## src/logic/mbox_macros.svh

```systemverilog
// Mailbox, fuse key and host bus size macros
`ifndef MBOX_MACROS_SVH
`define MBOX_MACROS_SVH

// Mailbox SRAM geometry
`define MBOX_DEPTH 64
`define MBOX_ADDR_W 6
`define MBOX_DATA_W 32

// Fuse key size in dwords
`define FUSE_KEY_DWORDS 4

// Host bus byte address width
`define APB_ADDR_W 8

`endif

```

## src/logic/soc_ifc_pkg.sv

```systemverilog
// Host bus request and response types and the register offset map
`include "mbox_macros.svh"

package soc_ifc_pkg;

    // Host to slave, held stable until ready
    typedef struct packed {
        logic                    sel;
        logic                    enable;
        logic                    write;
        logic [`APB_ADDR_W-1:0]  addr;
        logic [`MBOX_DATA_W-1:0] wdata;
    } apb_req_t;

    // Slave to host
    typedef struct packed {
        logic [`MBOX_DATA_W-1:0] rdata;
        logic                    ready;
        logic                    slverr;
    } apb_rsp_t;

    // Register byte offsets
    typedef enum logic [`APB_ADDR_W-1:0] {
        FUSE_KEY0     = 'h00,
        FUSE_KEY1     = 'h04,
        FUSE_KEY2     = 'h08,
        FUSE_KEY3     = 'h0C,
        FUSE_DONE     = 'h10,
        MBOX_LOCK     = 'h14,
        MBOX_DLEN     = 'h18,
        MBOX_DATAIN   = 'h1C,
        MBOX_DATAOUT  = 'h20,
        MBOX_EXECUTE  = 'h24,
        MBOX_STATUS   = 'h28,
        MBOX_CHECKSUM = 'h2C
    } reg_offset_e;

endpackage

```

## src/logic/mbox_pkg.sv

```systemverilog
// Mailbox SRAM request, engine command and engine status types
`include "mbox_macros.svh"

package mbox_pkg;

    // One SRAM access, read data comes back a cycle later
    typedef struct packed {
        logic                    cs;
        logic                    we;
        logic [`MBOX_ADDR_W-1:0] addr;
        logic [`MBOX_DATA_W-1:0] wdata;
    } sram_req_t;

    // Register block to engine
    typedef struct packed {
        logic                                          start;
        // Drops done and data available
        logic                                          clear;
        logic [`MBOX_ADDR_W:0]                         dlen;
        logic [`FUSE_KEY_DWORDS-1:0][`MBOX_DATA_W-1:0] key;
    } mbox_cmd_t;

    // Engine to register block
    typedef struct packed {
        logic                    busy;
        logic                    done;
        logic [`MBOX_DATA_W-1:0] checksum;
    } mbox_status_t;

endpackage

```

## src/logic/soc_ifc_regs.sv

```systemverilog
// APB register block with fuse key, mailbox lock, data pointers and execute control
`include "mbox_macros.svh"

module soc_ifc_regs
(
    input  logic                    clk,
    input  logic                    rst_n,
    input  soc_ifc_pkg::apb_req_t   apb_req,
    output soc_ifc_pkg::apb_rsp_t   apb_rsp,
    output mbox_pkg::sram_req_t     host_sram,
    input  logic [`MBOX_DATA_W-1:0] host_rdata,
    output mbox_pkg::mbox_cmd_t     cmd,
    input  mbox_pkg::mbox_status_t  status,
    output logic                    ready_for_fuses,
    output logic                    ready_for_mb_processing
);

    localparam int KEY_IDX_W = $clog2(`FUSE_KEY_DWORDS);

    logic [`FUSE_KEY_DWORDS-1:0][`MBOX_DATA_W-1:0] fuse_key;
    logic                                          fuse_done;
    logic                                          mbox_lock;
    logic [`MBOX_ADDR_W:0]                         dlen;
    logic [`MBOX_ADDR_W:0]                         wr_ptr;
    logic [`MBOX_ADDR_W-1:0]                       rd_ptr;
    logic                                          rd_wait;
    logic                                          start_q;
    logic                                          clear_q;

    soc_ifc_pkg::reg_offset_e offset;
    logic                     access;
    logic                     mapped;
    logic                     is_key;
    logic                     mbox_reg;
    logic                     is_datain;
    logic                     is_dataout;
    logic                     is_execute;
    logic                     engine_busy;
    logic                     slv_err;
    logic                     dataout_rd;
    logic                     wr_ok;
    logic                     rd_ok;
    logic [`MBOX_DATA_W-1:0]  rdata;

    assign offset = soc_ifc_pkg::reg_offset_e'(apb_req.addr);
    assign access = apb_req.sel && apb_req.enable;

    // Address decode and read mux
    always_comb
    begin
        mapped   = 1'b1;
        is_key   = 1'b0;
        mbox_reg = 1'b0;
        rdata    = '0;
        case (offset)
            soc_ifc_pkg::FUSE_KEY0, soc_ifc_pkg::FUSE_KEY1,
            soc_ifc_pkg::FUSE_KEY2, soc_ifc_pkg::FUSE_KEY3:
                is_key = 1'b1;
            soc_ifc_pkg::FUSE_DONE:
                rdata[0] = fuse_done;
            soc_ifc_pkg::MBOX_LOCK:
                rdata[0] = mbox_lock;
            soc_ifc_pkg::MBOX_DLEN:
            begin
                mbox_reg             = 1'b1;
                rdata[`MBOX_ADDR_W:0] = dlen;
            end
            soc_ifc_pkg::MBOX_DATAIN:
                mbox_reg = 1'b1;
            soc_ifc_pkg::MBOX_DATAOUT:
            begin
                mbox_reg = 1'b1;
                rdata    = host_rdata;
            end
            soc_ifc_pkg::MBOX_EXECUTE:
                mbox_reg = 1'b1;
            soc_ifc_pkg::MBOX_STATUS:
                rdata[1:0] = {status.done, status.busy};
            soc_ifc_pkg::MBOX_CHECKSUM:
                rdata = status.checksum;
            default:
                mapped = 1'b0;
        endcase
    end

    assign is_datain  = offset == soc_ifc_pkg::MBOX_DATAIN;
    assign is_dataout = offset == soc_ifc_pkg::MBOX_DATAOUT;
    assign is_execute = offset == soc_ifc_pkg::MBOX_EXECUTE;

    // Start pulse in flight counts as busy
    assign engine_busy = status.busy || start_q;

    assign slv_err = !mapped
        || (mbox_reg && (!mbox_lock || engine_busy))
        || (is_datain && wr_ptr == (`MBOX_ADDR_W+1)'(`MBOX_DEPTH))
        || (is_execute && apb_req.write && apb_req.wdata[0] && !fuse_done);

    // Data-out read stalls one cycle for the SRAM
    assign dataout_rd = access && is_dataout && !apb_req.write && !slv_err;

    assign apb_rsp.ready  = !(dataout_rd && !rd_wait);
    assign apb_rsp.slverr = access && slv_err;
    assign apb_rsp.rdata  = rdata;

    assign wr_ok = access && apb_rsp.ready && apb_req.write && !slv_err;
    assign rd_ok = access && apb_rsp.ready && !apb_req.write && !slv_err;

    // Host SRAM port, write at wr_ptr or read at rd_ptr
    always_comb
    begin
        host_sram.we    = wr_ok && is_datain;
        host_sram.cs    = host_sram.we || (dataout_rd && !rd_wait);
        host_sram.addr  = host_sram.we ? wr_ptr[`MBOX_ADDR_W-1:0] : rd_ptr;
        host_sram.wdata = apb_req.wdata;
    end

    // Key locks once fuses are done
    always_ff @(posedge clk)
    begin
        if (wr_ok && is_key && !fuse_done)
        begin
            fuse_key[apb_req.addr[KEY_IDX_W+1:2]] <= apb_req.wdata;
        end
    end

    always_ff @(posedge clk)
    begin
        if (!rst_n)
        begin
            fuse_done <= 1'b0;
            mbox_lock <= 1'b0;
            dlen      <= '0;
            wr_ptr    <= '0;
            rd_ptr    <= '0;
            rd_wait   <= 1'b0;
            start_q   <= 1'b0;
            clear_q   <= 1'b0;
        end
        else
        begin
            start_q <= 1'b0;
            clear_q <= 1'b0;
            rd_wait <= dataout_rd && !rd_wait;
            if (wr_ok)
            begin
                case (offset)
                    soc_ifc_pkg::FUSE_DONE:
                        if (apb_req.wdata[0])
                        begin
                            fuse_done <= 1'b1;
                        end
                    soc_ifc_pkg::MBOX_DLEN:
                        dlen <= apb_req.wdata[`MBOX_ADDR_W:0];
                    soc_ifc_pkg::MBOX_DATAIN:
                        wr_ptr <= wr_ptr + 1'b1;
                    soc_ifc_pkg::MBOX_EXECUTE:
                        if (apb_req.wdata[0])
                        begin
                            start_q <= 1'b1;
                        end
                        else
                        begin
                            // Release and rewind for the next message
                            clear_q   <= 1'b1;
                            mbox_lock <= 1'b0;
                            wr_ptr    <= '0;
                            rd_ptr    <= '0;
                        end
                    default:
                    begin
                    end
                endcase
            end
            if (rd_ok && offset == soc_ifc_pkg::MBOX_LOCK)
            begin
                mbox_lock <= 1'b1;
            end
            if (rd_ok && is_dataout)
            begin
                rd_ptr <= rd_ptr + 1'b1;
            end
        end
    end

    assign cmd.start = start_q;
    assign cmd.clear = clear_q;
    assign cmd.dlen  = dlen;
    assign cmd.key   = fuse_key;

    assign ready_for_fuses         = !fuse_done;
    assign ready_for_mb_processing = fuse_done;

endmodule

```

## src/logic/mbox_engine.sv

```systemverilog
// Mailbox engine with in-place key XOR transform, checksum and SRAM port mux
`include "mbox_macros.svh"

module mbox_engine
(
    input  logic                    clk,
    input  logic                    rst_n,
    input  mbox_pkg::mbox_cmd_t     cmd,
    output mbox_pkg::mbox_status_t  status,
    input  mbox_pkg::sram_req_t     host_sram,
    output logic [`MBOX_DATA_W-1:0] host_rdata,
    output mbox_pkg::sram_req_t     sram,
    input  logic [`MBOX_DATA_W-1:0] sram_rdata,
    output logic                    mailbox_data_avail
);

    localparam int KEY_IDX_W = $clog2(`FUSE_KEY_DWORDS);

    // Three cycles per word
    typedef enum logic [1:0] {
        IDLE,
        READ,
        CAPTURE,
        WRITE
    } state_e;

    state_e                  state;
    logic [`MBOX_ADDR_W:0]   idx;
    logic [`MBOX_DATA_W-1:0] word_q;
    logic [`MBOX_DATA_W-1:0] checksum;
    logic                    done;
    logic                    last_word;
    mbox_pkg::sram_req_t     eng_req;

    // A zero length still runs one word
    assign last_word = (idx + 1'b1) >= cmd.dlen;

    always_ff @(posedge clk)
    begin
        if (!rst_n)
        begin
            state    <= IDLE;
            idx      <= '0;
            checksum <= '0;
            done     <= 1'b0;
        end
        else
        begin
            case (state)
                IDLE:
                    if (cmd.start)
                    begin
                        state    <= READ;
                        idx      <= '0;
                        checksum <= '0;
                        done     <= 1'b0;
                    end
                READ:
                    state <= CAPTURE;
                CAPTURE:
                    state <= WRITE;
                WRITE:
                begin
                    checksum <= checksum + word_q;
                    if (last_word)
                    begin
                        state <= IDLE;
                        done  <= 1'b1;
                    end
                    else
                    begin
                        idx   <= idx + 1'b1;
                        state <= READ;
                    end
                end
                default:
                    state <= IDLE;
            endcase
            if (cmd.clear)
            begin
                done <= 1'b0;
            end
        end
    end

    // Key dword picked by word index modulo key size
    always_ff @(posedge clk)
    begin
        if (state == CAPTURE)
        begin
            word_q <= sram_rdata ^ cmd.key[idx[KEY_IDX_W-1:0]];
        end
    end

    always_comb
    begin
        eng_req.cs    = (state == READ) || (state == WRITE);
        eng_req.we    = state == WRITE;
        eng_req.addr  = idx[`MBOX_ADDR_W-1:0];
        eng_req.wdata = word_q;
    end

    // Host only reaches the SRAM while the engine is idle
    assign sram       = (state == IDLE) ? host_sram : eng_req;
    assign host_rdata = sram_rdata;

    assign status.busy     = state != IDLE;
    assign status.done     = done;
    assign status.checksum = checksum;

    assign mailbox_data_avail = done;

endmodule

```

## src/logic/mbox_top.sv

```systemverilog
// Mailbox subsystem top with register block and engine between APB and SRAM ports
`include "mbox_macros.svh"

module mbox_top
(
    input  logic                    clk,
    input  logic                    rst_n,
    input  soc_ifc_pkg::apb_req_t   apb_req,
    output soc_ifc_pkg::apb_rsp_t   apb_rsp,
    output mbox_pkg::sram_req_t     sram,
    input  logic [`MBOX_DATA_W-1:0] sram_rdata,
    output logic                    ready_for_fuses,
    output logic                    ready_for_mb_processing,
    output logic                    mailbox_data_avail
);

    // Register block to engine
    mbox_pkg::sram_req_t     host_sram;
    logic [`MBOX_DATA_W-1:0] host_rdata;
    mbox_pkg::mbox_cmd_t     cmd;
    mbox_pkg::mbox_status_t  status;

    soc_ifc_regs i_soc_ifc_regs
    (
        .clk                     (clk),
        .rst_n                   (rst_n),
        .apb_req                 (apb_req),
        .apb_rsp                 (apb_rsp),
        .host_sram               (host_sram),
        .host_rdata              (host_rdata),
        .cmd                     (cmd),
        .status                  (status),
        .ready_for_fuses         (ready_for_fuses),
        .ready_for_mb_processing (ready_for_mb_processing)
    );

    // Owns the exported SRAM port
    mbox_engine i_mbox_engine
    (
        .clk                (clk),
        .rst_n              (rst_n),
        .cmd                (cmd),
        .status             (status),
        .host_sram          (host_sram),
        .host_rdata         (host_rdata),
        .sram               (sram),
        .sram_rdata         (sram_rdata),
        .mailbox_data_avail (mailbox_data_avail)
    );

endmodule

```

## config.mk

```make
export PLATFORM = sky130hd
export DESIGN_NAME = mbox_top
export DESIGN_NICKNAME = d
export VERILOG_FILES = /design/src/logic/soc_ifc_pkg.sv /design/src/logic/mbox_pkg.sv /design/src/logic/soc_ifc_regs.sv /design/src/logic/mbox_engine.sv /design/src/logic/mbox_top.sv
export VERILOG_INCLUDE_DIRS = /design/src /design/src/logic
export SDC_FILE = /design/constraint.sdc
export NUM_CORES = 1
export LEC_CHECK = 0
export BUFFER_PORTS_ARGS = -buffer_cell sky130_fd_sc_hd__buf_2
export CAP_MARGIN = 30
export CELL_PAD_IN_SITES_DETAIL_PLACEMENT = 1
export CELL_PAD_IN_SITES_GLOBAL_PLACEMENT = 1
export CORE_MARGIN = 1.5
export CORE_UTILIZATION = 50
export DETAILED_ROUTE_END_ITERATION = 6
export PLACE_DENSITY = 0.83
export RECOVER_POWER = 50
export SLEW_MARGIN = 25
export SYNTH_ARGS = -nofsm -noshare
export SYNTH_HDL_FRONTEND = slang
export SYNTH_SLANG_ARGS = --single-unit
```

## constraint.sdc

```tcl
create_clock -name clk -period 7.5 [get_ports clk]
set_input_delay 1.125 -clock clk [delete_from_list [all_inputs] [get_ports clk]]
set_output_delay 1.125 -clock clk [all_outputs]
set_load 0.02 [all_outputs]
```

After elaboration in Yosys (flattened, before gate mapping)
Index checks and enable logic that the tools add are counted.
- logic and storage cells: 143
- output and inout bits: 77
- flip-flop bits (word level): 227
- bits of input ports: 77
- bitwise logic cells: 2
- multiplexer cells: 37
- add/subtract/negate cells: 4
- reductions and logical operators: 58
- equality and inequality tests: 21
- magnitude comparators: 4
- operators with widths (cell ; number):
    $bwmux W128 ; 1
    $mux W32 ; 3
    $bmux W32 S2 ; 1
    $demux W32 S2 ; 1
    $pmux W32 S2 ; 1
    $pmux W25 S2 ; 1
    $mux W40 ; 1
    $add A32 B32 Y32 ; 1
    $eq A8 B5 Y1 const B ; 4
    $eq A8 B6 Y1 const B ; 4
    $xor A32 B32 Y32 ; 1
    $mux W6 ; 5
    $pmux W7 S2 ; 2
    $logic_and A1 B1 Y1 ; 22
    $mux W7 ; 3
    $reduce_and A3 Y1 ; 7
    $eq A8 B4 Y1 const B ; 2
    $pmux W5 S3 ; 1
    $add A7 B1 Y7 const B ; 2
    $reduce_bool A2 Y1 ; 7
    $mux W1 ; 12
    $reduce_or A12 Y1 ; 1
    $eq A8 B3 Y1 const B ; 1
    $logic_not A8 Y1 ; 1
    other kinds (21) ; 41

Depth between registers and ports, before layout
Gate-level depths: netlist (run 1).
- depth after elaboration: 17
- gate-level depth with buffers: 13
- gate-level depth less buffers: 11

By module
From an unflattened synthesis (run 1), not the netlist that was laid out.
- cells, all modules: 1024
- area total of the unflattened synthesis: 12219.2 µm²
- by module, submodules not included (module ; cells an instance ; times used ; area each (µm²) ; seq. area each (µm²)):
    soc_ifc_regs ; 403 ; 1 ; 6133.4 ; 4344.2
    mbox_engine ; 621 ; 1 ; 6085.8 ; 1801.7

Worst setup path before layout (run 1)
Ideal clock, no wire load.
- path kind: in2reg
- from: input port apb_req[39] (netlist name)
- to: register i_soc_ifc_regs.fuse_key, in the netlist i_soc_ifc_regs.cmd[32], enable pin
- required time: 7.032 ns
- stages: 7
- path slack: 2.069 ns
- arrival: 4.964 ns
- setup time: 0.468 ns
- path through: or4_4 > a21oi_2 > o2111ai_1 > nor2_2 > buf_2 > nand4_1 > nor3b_1
- cells in the longest elaborated chain, start to end: 16
- RTL lines (item ; RTL line ; RTL):
    start: declaration ; mbox_top.sv:8 ; input soc_ifc_pkg::apb_req_t apb_req,
    $eq A8 B3 Y1 (tied with other cells) ; soc_ifc_regs.sv:55 ; case (offset)
    $reduce_or A12 Y1 (no source line) / $reduce_or A4 Y1 (equally long branches) ; - ;
    $mux W1 ; soc_ifc_regs.sv:55 ;
    $logic_not A1 Y1 / $logic_and A1 B1 Y1 (equally long branches) ; soc_ifc_regs.sv:93, soc_ifc_regs.sv:94 ;
    $logic_or A1 B1 Y1 ; soc_ifc_regs.sv:94 ; || (mbox_reg && (!mbox_lock || engine_busy))
    $logic_or A1 B1 Y1 (2 in a row) ; soc_ifc_regs.sv:93 ; assign slv_err = !mapped
    $logic_not A1 Y1 ; soc_ifc_regs.sv:99, soc_ifc_regs.sv:105 ;
    $logic_and A1 B1 Y1 ; soc_ifc_regs.sv:99 ; assign dataout_rd = access && is_dataout && !apb_req.write && !slv_err;
    $logic_and A1 B1 Y1 ; soc_ifc_regs.sv:101 ; assign apb_rsp.ready = !(dataout_rd && !rd_wait);
    $logic_not A1 Y1 ; soc_ifc_regs.sv:101 ;
    $logic_and A1 B1 Y1 (3 in a row) ; soc_ifc_regs.sv:105 ; assign wr_ok = access && apb_rsp.ready && apb_req.write && !slv_err;
    $logic_and A1 B1 Y1 * (2 in a row) ; soc_ifc_regs.sv:120 ; if (wr_ok && is_key && !fuse_done)
    end signal: indexed assignment ; soc_ifc_regs.sv:122 ; fuse_key[apb_req.addr[KEY_IDX_W+1:2]] <= apb_req.wdata;
    end: declaration ; soc_ifc_regs.sv:20 ; logic [`FUSE_KEY_DWORDS-1:0][`MBOX_DATA_W-1:0] fuse_key;
Every way passes the cells marked *; elsewhere a longest branch is shown, timed or not.
A chain may end at the register's enable or synchronous reset.

==> results of run 1 <==
area by class of cell:
class	count	area, um^2
Antenna cell	1	2.50
Clock buffer	26	639
Clock inverter	20	238
Fill cell	2272	8830
Inverter	31	116
Multi-Input combinational cell	621	4890
Sequential cell	227	6150
Tap cell	280	350
Timing Repair Buffer	164	805
cell usage in the layout, fill, tap and decap left out, types with 6 or more instances in the layout:
| master | n |
|---|---|
| nor2_1 | 53 |
| nand3_1 | 30 |
| a21oi_1 | 49 |
| buf_2 | 117 |
| nand2b_1 | 6 |
| a22oi_1 | 16 |
| nand2_1 | 69 |
| clkbuf_16 | 25 |
| buf_4 | 7 |
| a22o_1 | 27 |
| clkbuf_1 | 39 |
| xor2_1 | 53 |
| inv_1 | 30 |
| o21ai_0 | 35 |
| and3_1 | 7 |
| a31oi_1 | 13 |
| a211oi_1 | 11 |
| a21o_1 | 16 |
| edfxtp_1 | 160 |
| ha_1 | 47 |
| nand4_1 | 10 |
| mux4_2 | 32 |
| and2_1 | 7 |
| xnor2_1 | 18 |
| mux2_2 | 34 |
| dfxtp_1 | 66 |
critical path: cells and delay by family:
family / cells / cell delay (ns)
buf+inv: 3 / 1.67
compound gates: 1 / 0.26
simple gates: 5 / 1.50
sequential cells by signal, indices dropped and copies added (netlist names), 2 cells and up:
| register | count |
|---|---|
| i_mbox_engine.idx | 7 |
| i_mbox_engine.checksum | 32 |
| i_mbox_engine.state | 2 |
| i_soc_ifc_regs.rd_ptr | 6 |
| i_mbox_engine.word_q | 32 |
| i_soc_ifc_regs.wr_ptr | 7 |
| i_soc_ifc_regs.dlen | 7 |
| i_soc_ifc_regs.cmd | 128 |
path summary, 6_finish.rpt:
check / start / end / depth (start not counted)
max: apb_req[39] / sram[39] / 9
min: i_soc_ifc_regs.clear_q / i_mbox_engine.mailbox_data_avail / 1
max reg2reg: i_mbox_engine.state[1] / i_mbox_engine.idx[1] / 8
min reg2reg: i_soc_ifc_regs.clear_q / i_mbox_engine.mailbox_data_avail / 1
logic make-up after synthesis:
family,Yosys count
AO/OA/AOI/OAI,209
buffers and inverters,76
flip-flops,227
AND/OR/NAND/NOR,222
multiplexers,71
adder cells (fa/ha/maj),48
XOR/XNOR,71
layer usage:
metal	share of wire	vias to the layer above
li1	-	3800
met1	0.42	4140
met2	0.51	250
met3	0.054	55
met4	0.023	0
met5	0	-
power by group through the flow:
| stage | Sequential [mW] | Combinational [mW] | Clock, mW |
|---|---|---|---|
| 2_1_floorplan | 1.38 | 0.306 | 0 |
| 3_3_place_gp | 1.38 | 0.464 | 0 |
| 3_5_place_dp | 1.39 | 0.471 | 0 |
| 4_1_cts | 1.36 | 0.478 | 1.33 |
| 5_1_grt | 1.36 | 0.516 | 1.37 |
| 6_report | 1.36 | 0.484 | 1.31 |
==> metrics.csv, run 1 <==
metric;value;unit
cts-root-buf;clkbuf_16;
rows;54;
max_cap_violations;4;
place_inst;1323;
die-area;0.0236;mm^2
stdcell_count;1370;
grt.total_usage;0.273;
finClkSkew;0.0215;ns
netlist_instances;924;
max_slew_margin;-1.30;
drc;0;
wire_per_inst;23.3;um
dp_hpwl;21000;um
use_met2;0.485;
busiest_layer;met2;
worstSetupEndpointType;output port;
reg2reg_slack;1.84;ns
cts-buffers-inserted;25;
post-synth-top-count-cell;edfxtp_1;
start_util;0.514;
drive_above_1_share;0.226;
h-tree-depth;1;
postCtsHoldBufs;0;
drt_iter0_markers;484;
setup_viol;0;
post_synth_fa_ha_maj_area_fraction;0.0537;
boundaryPins;154;
post-route-util;0.599;
yosys_warnings;0;
path_cells;buf_2 > or4_1 > nor2_1 > nand2_1 > nor3_4 > clkbuf_1 > nand3b_1 > a31oi_1 > buf_2;
wl;31900;um
synth_compound_area_frac;0.125;
hold_class;flip-flop to flip-flop;
synth_area;0.0113;mm^2
gp_congestion;0.837;
intPower;2.33;mW
power_leakage;4.92;nW
first_pass_iters;5;
cp-start-kind;input pin;
synth_top_area_cell;edfxtp_1;
critPathMaxFanout;32;
fin_crit_sh;0.758;
yosys-top-cells-count;edfxtp_1 (160), nand2_1 (69), dfxtp_1 (67), nor2_1 (54), xor2_1 (53);
ir_drop;214;uV
placed_area;0.0124;mm^2
p_seq_frac;0.431;
grt_pass1_wl;49400;um
clkTransAtPathRegs;0.06;ns
rsz0062_at_grt;false;
ant_nets;0;
comb_power_share;0.153;
worst_slack;1.82;ns
violations;max-capacitance violations, max-slew violations;
grt-ovfl-total;0;
fmax;176;MHz
cts_tree;built;
post_cts_resized;0;
die_height;153;um
syn-num-nets;1049;
avgSynthCellArea;12.3;um^2
worst_pin_slew;3.45;ns
power_frac_clock;0.415;
hold_ws;0.405;ns
status;finished, violations left;
max_stage_delay;1.36;ns
synth_area_leaders;edfxtp_1 (42%), dfxtp_1 (12%), mux4_2 (6.4%), ha_1 (5.2%), xor2_1 (4.1%);
design.core.area;0.0220;mm^2
synth-simple-area-share;0.0958;
nNetsFinal;1195;
path_common_cell;buf_2;
pre_cts_slack;2.77;ns
synth_top_family_by_area;compound AO/OA/AOI/OAI gates;
antenna_found_initial;1;
synth_ff_type;edfxtp_1;
synth.distinct_cells;64;
switching_share;0.261;
grt.met3_usage;0.0434;
synth_seq_cells;227;
final_area;0.0132;mm^2
vias;8245;
critical-path-slowest-cell;clkbuf_1;
viasPerCell;6.02;
synth_seq_area_share;0.543;
total_power;3.15;mW
post_cts_buffers;0;
clock_latency;0.53;ns
grt_pass1_vias;8746;
finalSetupTns;0;ns
fin_crit;5.68;ns
clock-sinks;227;
muxShareOfSynthArea;0.102;
drv_slew;158;
critPathKind;input pin to output port;
die_w;153;um
critPathArrivalTime;4.56;ns
yosysTopAreaCellShare;0.424;
critPathRequiredTime;6.38;ns
syn_to_final_growth;16.5;%
grt_util_met1;0.348;
hold_viol;0;
clockBufferDepth;3;
power.density;239;mW/mm^2
grt_max_degree;52;
ys_async_sr_fraction;0;
io_buffers;153;
p_sw;0.822;mW
synth_edf_count;160;
synth_xor_xnor_area_share;0.0549;
(Power assumes the default switching activity.)
==> run 2: changes to the inputs <==
--- a/config.mk
+++ b/config.mk
@@ -11,9 +11,9 @@
 export CELL_PAD_IN_SITES_DETAIL_PLACEMENT = 1
 export CELL_PAD_IN_SITES_GLOBAL_PLACEMENT = 1
 export CORE_MARGIN = 1.5
-export CORE_UTILIZATION = 50
+export CORE_UTILIZATION = 42
 export DETAILED_ROUTE_END_ITERATION = 6
-export PLACE_DENSITY = 0.83
+export PLACE_DENSITY = 0.74
 export RECOVER_POWER = 50
 export SLEW_MARGIN = 25
 export SYNTH_ARGS = -nofsm -noshare
==> constraint.sdc (replaced) <==
create_clock -name clk -period 4.69 [get_ports clk]
set_input_delay 0.7035 -clock clk [delete_from_list [all_inputs] [get_ports clk]]
set_output_delay 0.7035 -clock clk [all_outputs]
set_load 0.02 [all_outputs]
==> run 2 against run 1 <==
The flow finishes with violations (max-capacitance violations); power increased by 55%; clock power increased by 49%; sequential share of layout area decreased by 0.25 points; clock-buffer cell count increased by 8; largest power group unchanged; sequential cell count unchanged; largest cell class unchanged; setup slack got worse by 1.3 ns; register-to-register slack got worse by 0.84 ns; via count decreased by 1.9%; wire length decreased by 1.9%; clock skew decreased by 0.012 ns; worst hold slack got worse by 0.0075 ns.
==> metrics.csv, run 2 (synthesis gave the netlist of run 1 again) <==
metric;value;unit
finClkSkew;0.00954;ns
grt-ovfl-total;0;
cp-start-kind;flip-flop;
setup_viol;0;
antenna_found_initial;1;
rsz0062_at_grt;false;
status;finished, violations left;
die_w;167;um
clkTransAtPathRegs;0.06;ns
cts-buffers-inserted;25;
vias;8086;
layout_common_cells;edfxtp_1 (160), buf_2 (107), nand2_1 (69);
fmax;239;MHz
max_slew_margin;0.000215;
diodes;0;
dp_hpwl;22000;um
register_area;0.00615;mm^2
fin_crit;4.18;ns
h-tree-depth;1;
power_leakage;4.92;nW
wire_per_inst;21.9;um
nFillCells;2805;
ant_nets;0;
syn_to_final_growth;17.2;%
final_common_cell;edfxtp_1;
die_height;167;um
critPathKind;flip-flop to output port;
post_cts_resized;0;
critPathMaxFanout;18;
wl;31300;um
drc;0;
ir_drop;444;uV
die-area;0.0279;mm^2
largest_reg_flops;128;
cts-root-buf;clkbuf_16;
boundaryPins;154;
finalSetupTns;0;ns
nNetsFinal;1202;
drive_above_1_share;0.223;
critPathArrivalTime;3.48;ns
cts_tree;built;
post_cts_buffers;0;
hold_viol;0;
fin_crit_sh;0.891;
clock_latency;0.52;ns
power.density;367;mW/mm^2
worst_pin_slew;1.50;ns
postCtsHoldBufs;0;
drt_iter0_markers;604;
grt_pass1_wl;49300;um
clock-sinks;227;
grt_max_degree;36;
start_util;0.431;
io_buffers;153;
viasPerCell;5.65;
drv_slew;0;
grt.total_usage;0.226;
violations;max-capacitance violations;
worstSetupEndpointType;output port;
final_area;0.0133;mm^2
max_cap_violations;1;
first_pass_iters;5;
total_power;4.87;mW
critPathRequiredTime;3.99;ns
clockBufferDepth;3;
design.core.area;0.0263;mm^2
rows;59;
placed_area;0.0125;mm^2
gp_congestion;0.842;
hold_class;flip-flop to flip-flop;
grt_pass1_vias;8555;
multi_input_area;0.00492;mm^2
-- run 2: area by class of cell --
type	instances	share of cell area
clock inverters	11	0.00802
well taps	335	0.0316
multi-input cells	621	0.371
flip-flops and latches	227	0.463
clock buffers	34	0.0535
inverters	31	0.00877
repair buffers	171	0.0640
-- run 2: stage by stage --
step,hold slack [ns],cells,utilization,worst slack (ns)
2_1_floorplan,0.375,924,-,0.733
3_3_place_gp,0.389,1384,0.476,1.00
3_5_place_dp,0.386,1385,0.477,0.915
4_1_cts,0.398,1430,0.508,0.550
5_1_grt,0.425,1430,0.505,0.365
6_report,0.397,1430,0.505,0.511
-- run 2: critical path, stage by stage (launching register included) --
cell	delay, ns
dfxtp_1	0.34
inv_1	0.14
ha_2	0.53
nand3b_1	0.17
a21oi_1	0.22
o2111ai_1	0.22
nor2_2	0.13
buf_4	0.21
nand4_1	0.45
a31oi_1	0.35
buf_2	0.20
-- run 2: final timing paths --
path / cells after the start / startpoint / slack, ns / to
min reg2reg: 1 / i_soc_ifc_regs.clear_q / 0.40 / i_mbox_engine.mailbox_data_avail
max reg2reg: 9 / i_mbox_engine.idx[0] / 1.00 / i_mbox_engine.idx[0]
min: 1 / i_soc_ifc_regs.clear_q / 0.40 / i_mbox_engine.mailbox_data_avail
max: 10 / i_mbox_engine.state[0] / 0.51 / sram[39]
-- run 2: layer usage --
layer  GRT usage  routed length (um)
met1       0.302               14000
met2       0.385               15400
met3      0.0331                1280
met4      0.0599                 675
met5           0                  13
-- run 2: power by group --
group | internal (mW) | total [mW] | switching [mW] | leakage, nW
clock network | 1.16 | 1.95 | 0.785 | 0.398
registers | 2.16 | 2.17 | 0.0128 | 1.98
logic | 0.269 | 0.749 | 0.481 | 2.55
==> run 3: changes to the inputs <==
==> constraint.sdc (replaced) <==
create_clock -name clk -period 4.69 [get_ports clk]
set_input_delay 0.7035 -clock clk [delete_from_list [all_inputs] [get_ports clk]]
set_output_delay 0.7035 -clock clk [all_outputs]
set_load 0.005 [all_outputs]
==> run 3 against run 2 <==
Worst hold slack got worse by 0.0041 ns; final cell count is 0.21% higher; via count increased by 1.8%; first-iteration DRC count fell by 14%; final area grew 1.1%; combinational power fell by 18%; non-clock buffer count did not move; sequential cell count unchanged; critical path type unchanged; the flow now finishes without violations.
==> metrics.csv, run 3 (synthesis gave the netlist of run 1 again) <==
metric;value;unit
grt_max_degree;38;
nNetsFinal;1203;
critPathMaxFanout;16;
clkTransAtPathRegs;0.06;ns
boundaryPins;154;
whs_endpoint;i_mbox_engine.mailbox_data_avail;
nFillCells;2770;
register_area;0.00615;mm^2
grt-ovfl-total;0;
clock-sinks;227;
power.density;377;mW/mm^2
finClkSkew;0.0208;ns
grt.total_usage;0.230;
largest_reg_flops;128;
reg2reg_slack;0.81;ns
critPathArrivalTime;3.32;ns
multi_input_area;0.00492;mm^2
fin_crit_sh;0.858;
r2r-start;i_mbox_engine.state[0];
max_slew_margin;0.00955;
cts-root-buf;clkbuf_16;
fmax;248;MHz
h-tree-depth;1;
drive_above_1_share;0.236;
placed_area;0.0125;mm^2
final_area;0.0134;mm^2
worst_pin_slew;1.49;ns
post_cts_buffers;0;
wl;31900;um
power_frac_clock;0.450;
die_height;167;um
rows;59;
vias;8228;
viasPerCell;5.74;
antenna_found_initial;1;
ir_drop;250;uV
first_pass_iters;5;
io_buffers;153;
comb_power_share;0.121;
postCtsHoldBufs;0;
hold_start;i_soc_ifc_regs.clear_q;
gp_congestion;0.821;
setup_viol;0;
die_w;167;um
final_common_cell;edfxtp_1;
status;complete, no violations;
critPathRequiredTime;3.99;ns
rr_endpoint;i_mbox_engine.checksum[31];
drv_slew;0;
grt_pass1_vias;8731;
ant_nets;0;
hold_viol;0;
drt_iter0_markers;522;
power_leakage;5.00;nW
p_seq_frac;0.429;
clockBufferDepth;3;
design.core.area;0.0263;mm^2
diodes;0;
cts-buffers-inserted;26;
whs_path_depth;1;
die-area;0.0279;mm^2
intPower;3.84;mW
post_cts_resized;0;
rsz0062_at_grt;false;
cp-start-kind;flip-flop;
wire_per_inst;22.3;um
drc;0;
switching_share;0.242;
syn_to_final_growth;18.4;%
worstSetupEndpointType;output port;
max_cap_violations;0;
p_sw;1.23;mW
layout_common_cells;edfxtp_1 (160), buf_2 (116), nand2_1 (69);
start_util;0.431;
cts_tree;built;
finalSetupTns;0;ns
critPathKind;flip-flop to output port;
hold_class;flip-flop to flip-flop;
clock_latency;0.54;ns
dp_hpwl;21900;um
fin_crit;4.03;ns
grt_pass1_wl;49900;um
reg2regPathDepth;10;
## run 3: cell count changes in the layout (fill, tap and decap cells not counted), moves of 2 or more
cell,previous run,this run
clkbuf_2,0,2
clkbuf_1,52,37
bufinv_16,2,7
clkinvlp_4,2,6
clkbuf_8,5,0
buf_2,107,116
## run 3: final cells by class
cell class	count	share of cell area
clock buffer	26	0.0485
clock inverter	22	0.0232
inverter	31	0.00868
multi-input combinational	621	0.367
sequential	227	0.459
tap	335	0.0313
timing repair buffer	171	0.0631
## run 3: worst max-delay path, cell delays in order (launching register included)
cell and delay [ns]:
dfxtp_1 0.34, inv_1 0.15, ha_2 0.50, nand3b_1 0.16, a21oi_1 0.21, o2111ai_1 0.19
nor2_2 0.11, buf_4 0.20, nand4_1 0.41, nand2_1 0.22, a31oi_1 0.10, buf_2 0.18
## run 3: worst max-delay path by stage
stage / start / end / slack (ns) / cells past startpoint
after floorplan: apb_req[39] / i_soc_ifc_regs.cmd[100] / 0.74 / 7
after global routing: i_mbox_engine.state[0] / sram[34] / 0.41 / 11
after CTS: i_mbox_engine.state[0] / sram[33] / 0.63 / 11
final: i_mbox_engine.state[0] / sram[36] / 0.66 / 11
after detailed placement: apb_req[35] / i_soc_ifc_regs.cmd[43] / 0.97 / 9
after global placement: apb_req[35] / sram[32] / 1.10 / 10
## run 3: per-stage QoR
step	power, mW	cells	util	hold WS, ns	setup WS, ns
detailed placement	2.84	1385	0.477	0.390	0.968
floorplan	2.55	924	-	0.375	0.739
global placement	2.82	1384	0.476	0.386	1.10
finish	5.06	1433	0.510	0.393	0.664
CTS	5.11	1433	0.513	0.389	0.631
global route	5.22	1433	0.510	0.414	0.414
## run 3: power groups by stage
stage	Clock, mW	Combinational (mW)	Sequential [mW]
3_5_place_dp	0	0.631	2.21
5_1_grt	2.39	0.662	2.17
3_3_place_gp	0	0.610	2.21
6_report	2.28	0.614	2.17
4_1_cts	2.31	0.635	2.17
2_1_floorplan	0	0.340	2.21
## run 3: metal layers
layer,track usage,share of wire
met2,0.403,0.50
met4,0.0486,0.017
met3,0.0366,0.053
met1,0.301,0.43
met5,0,0.00053
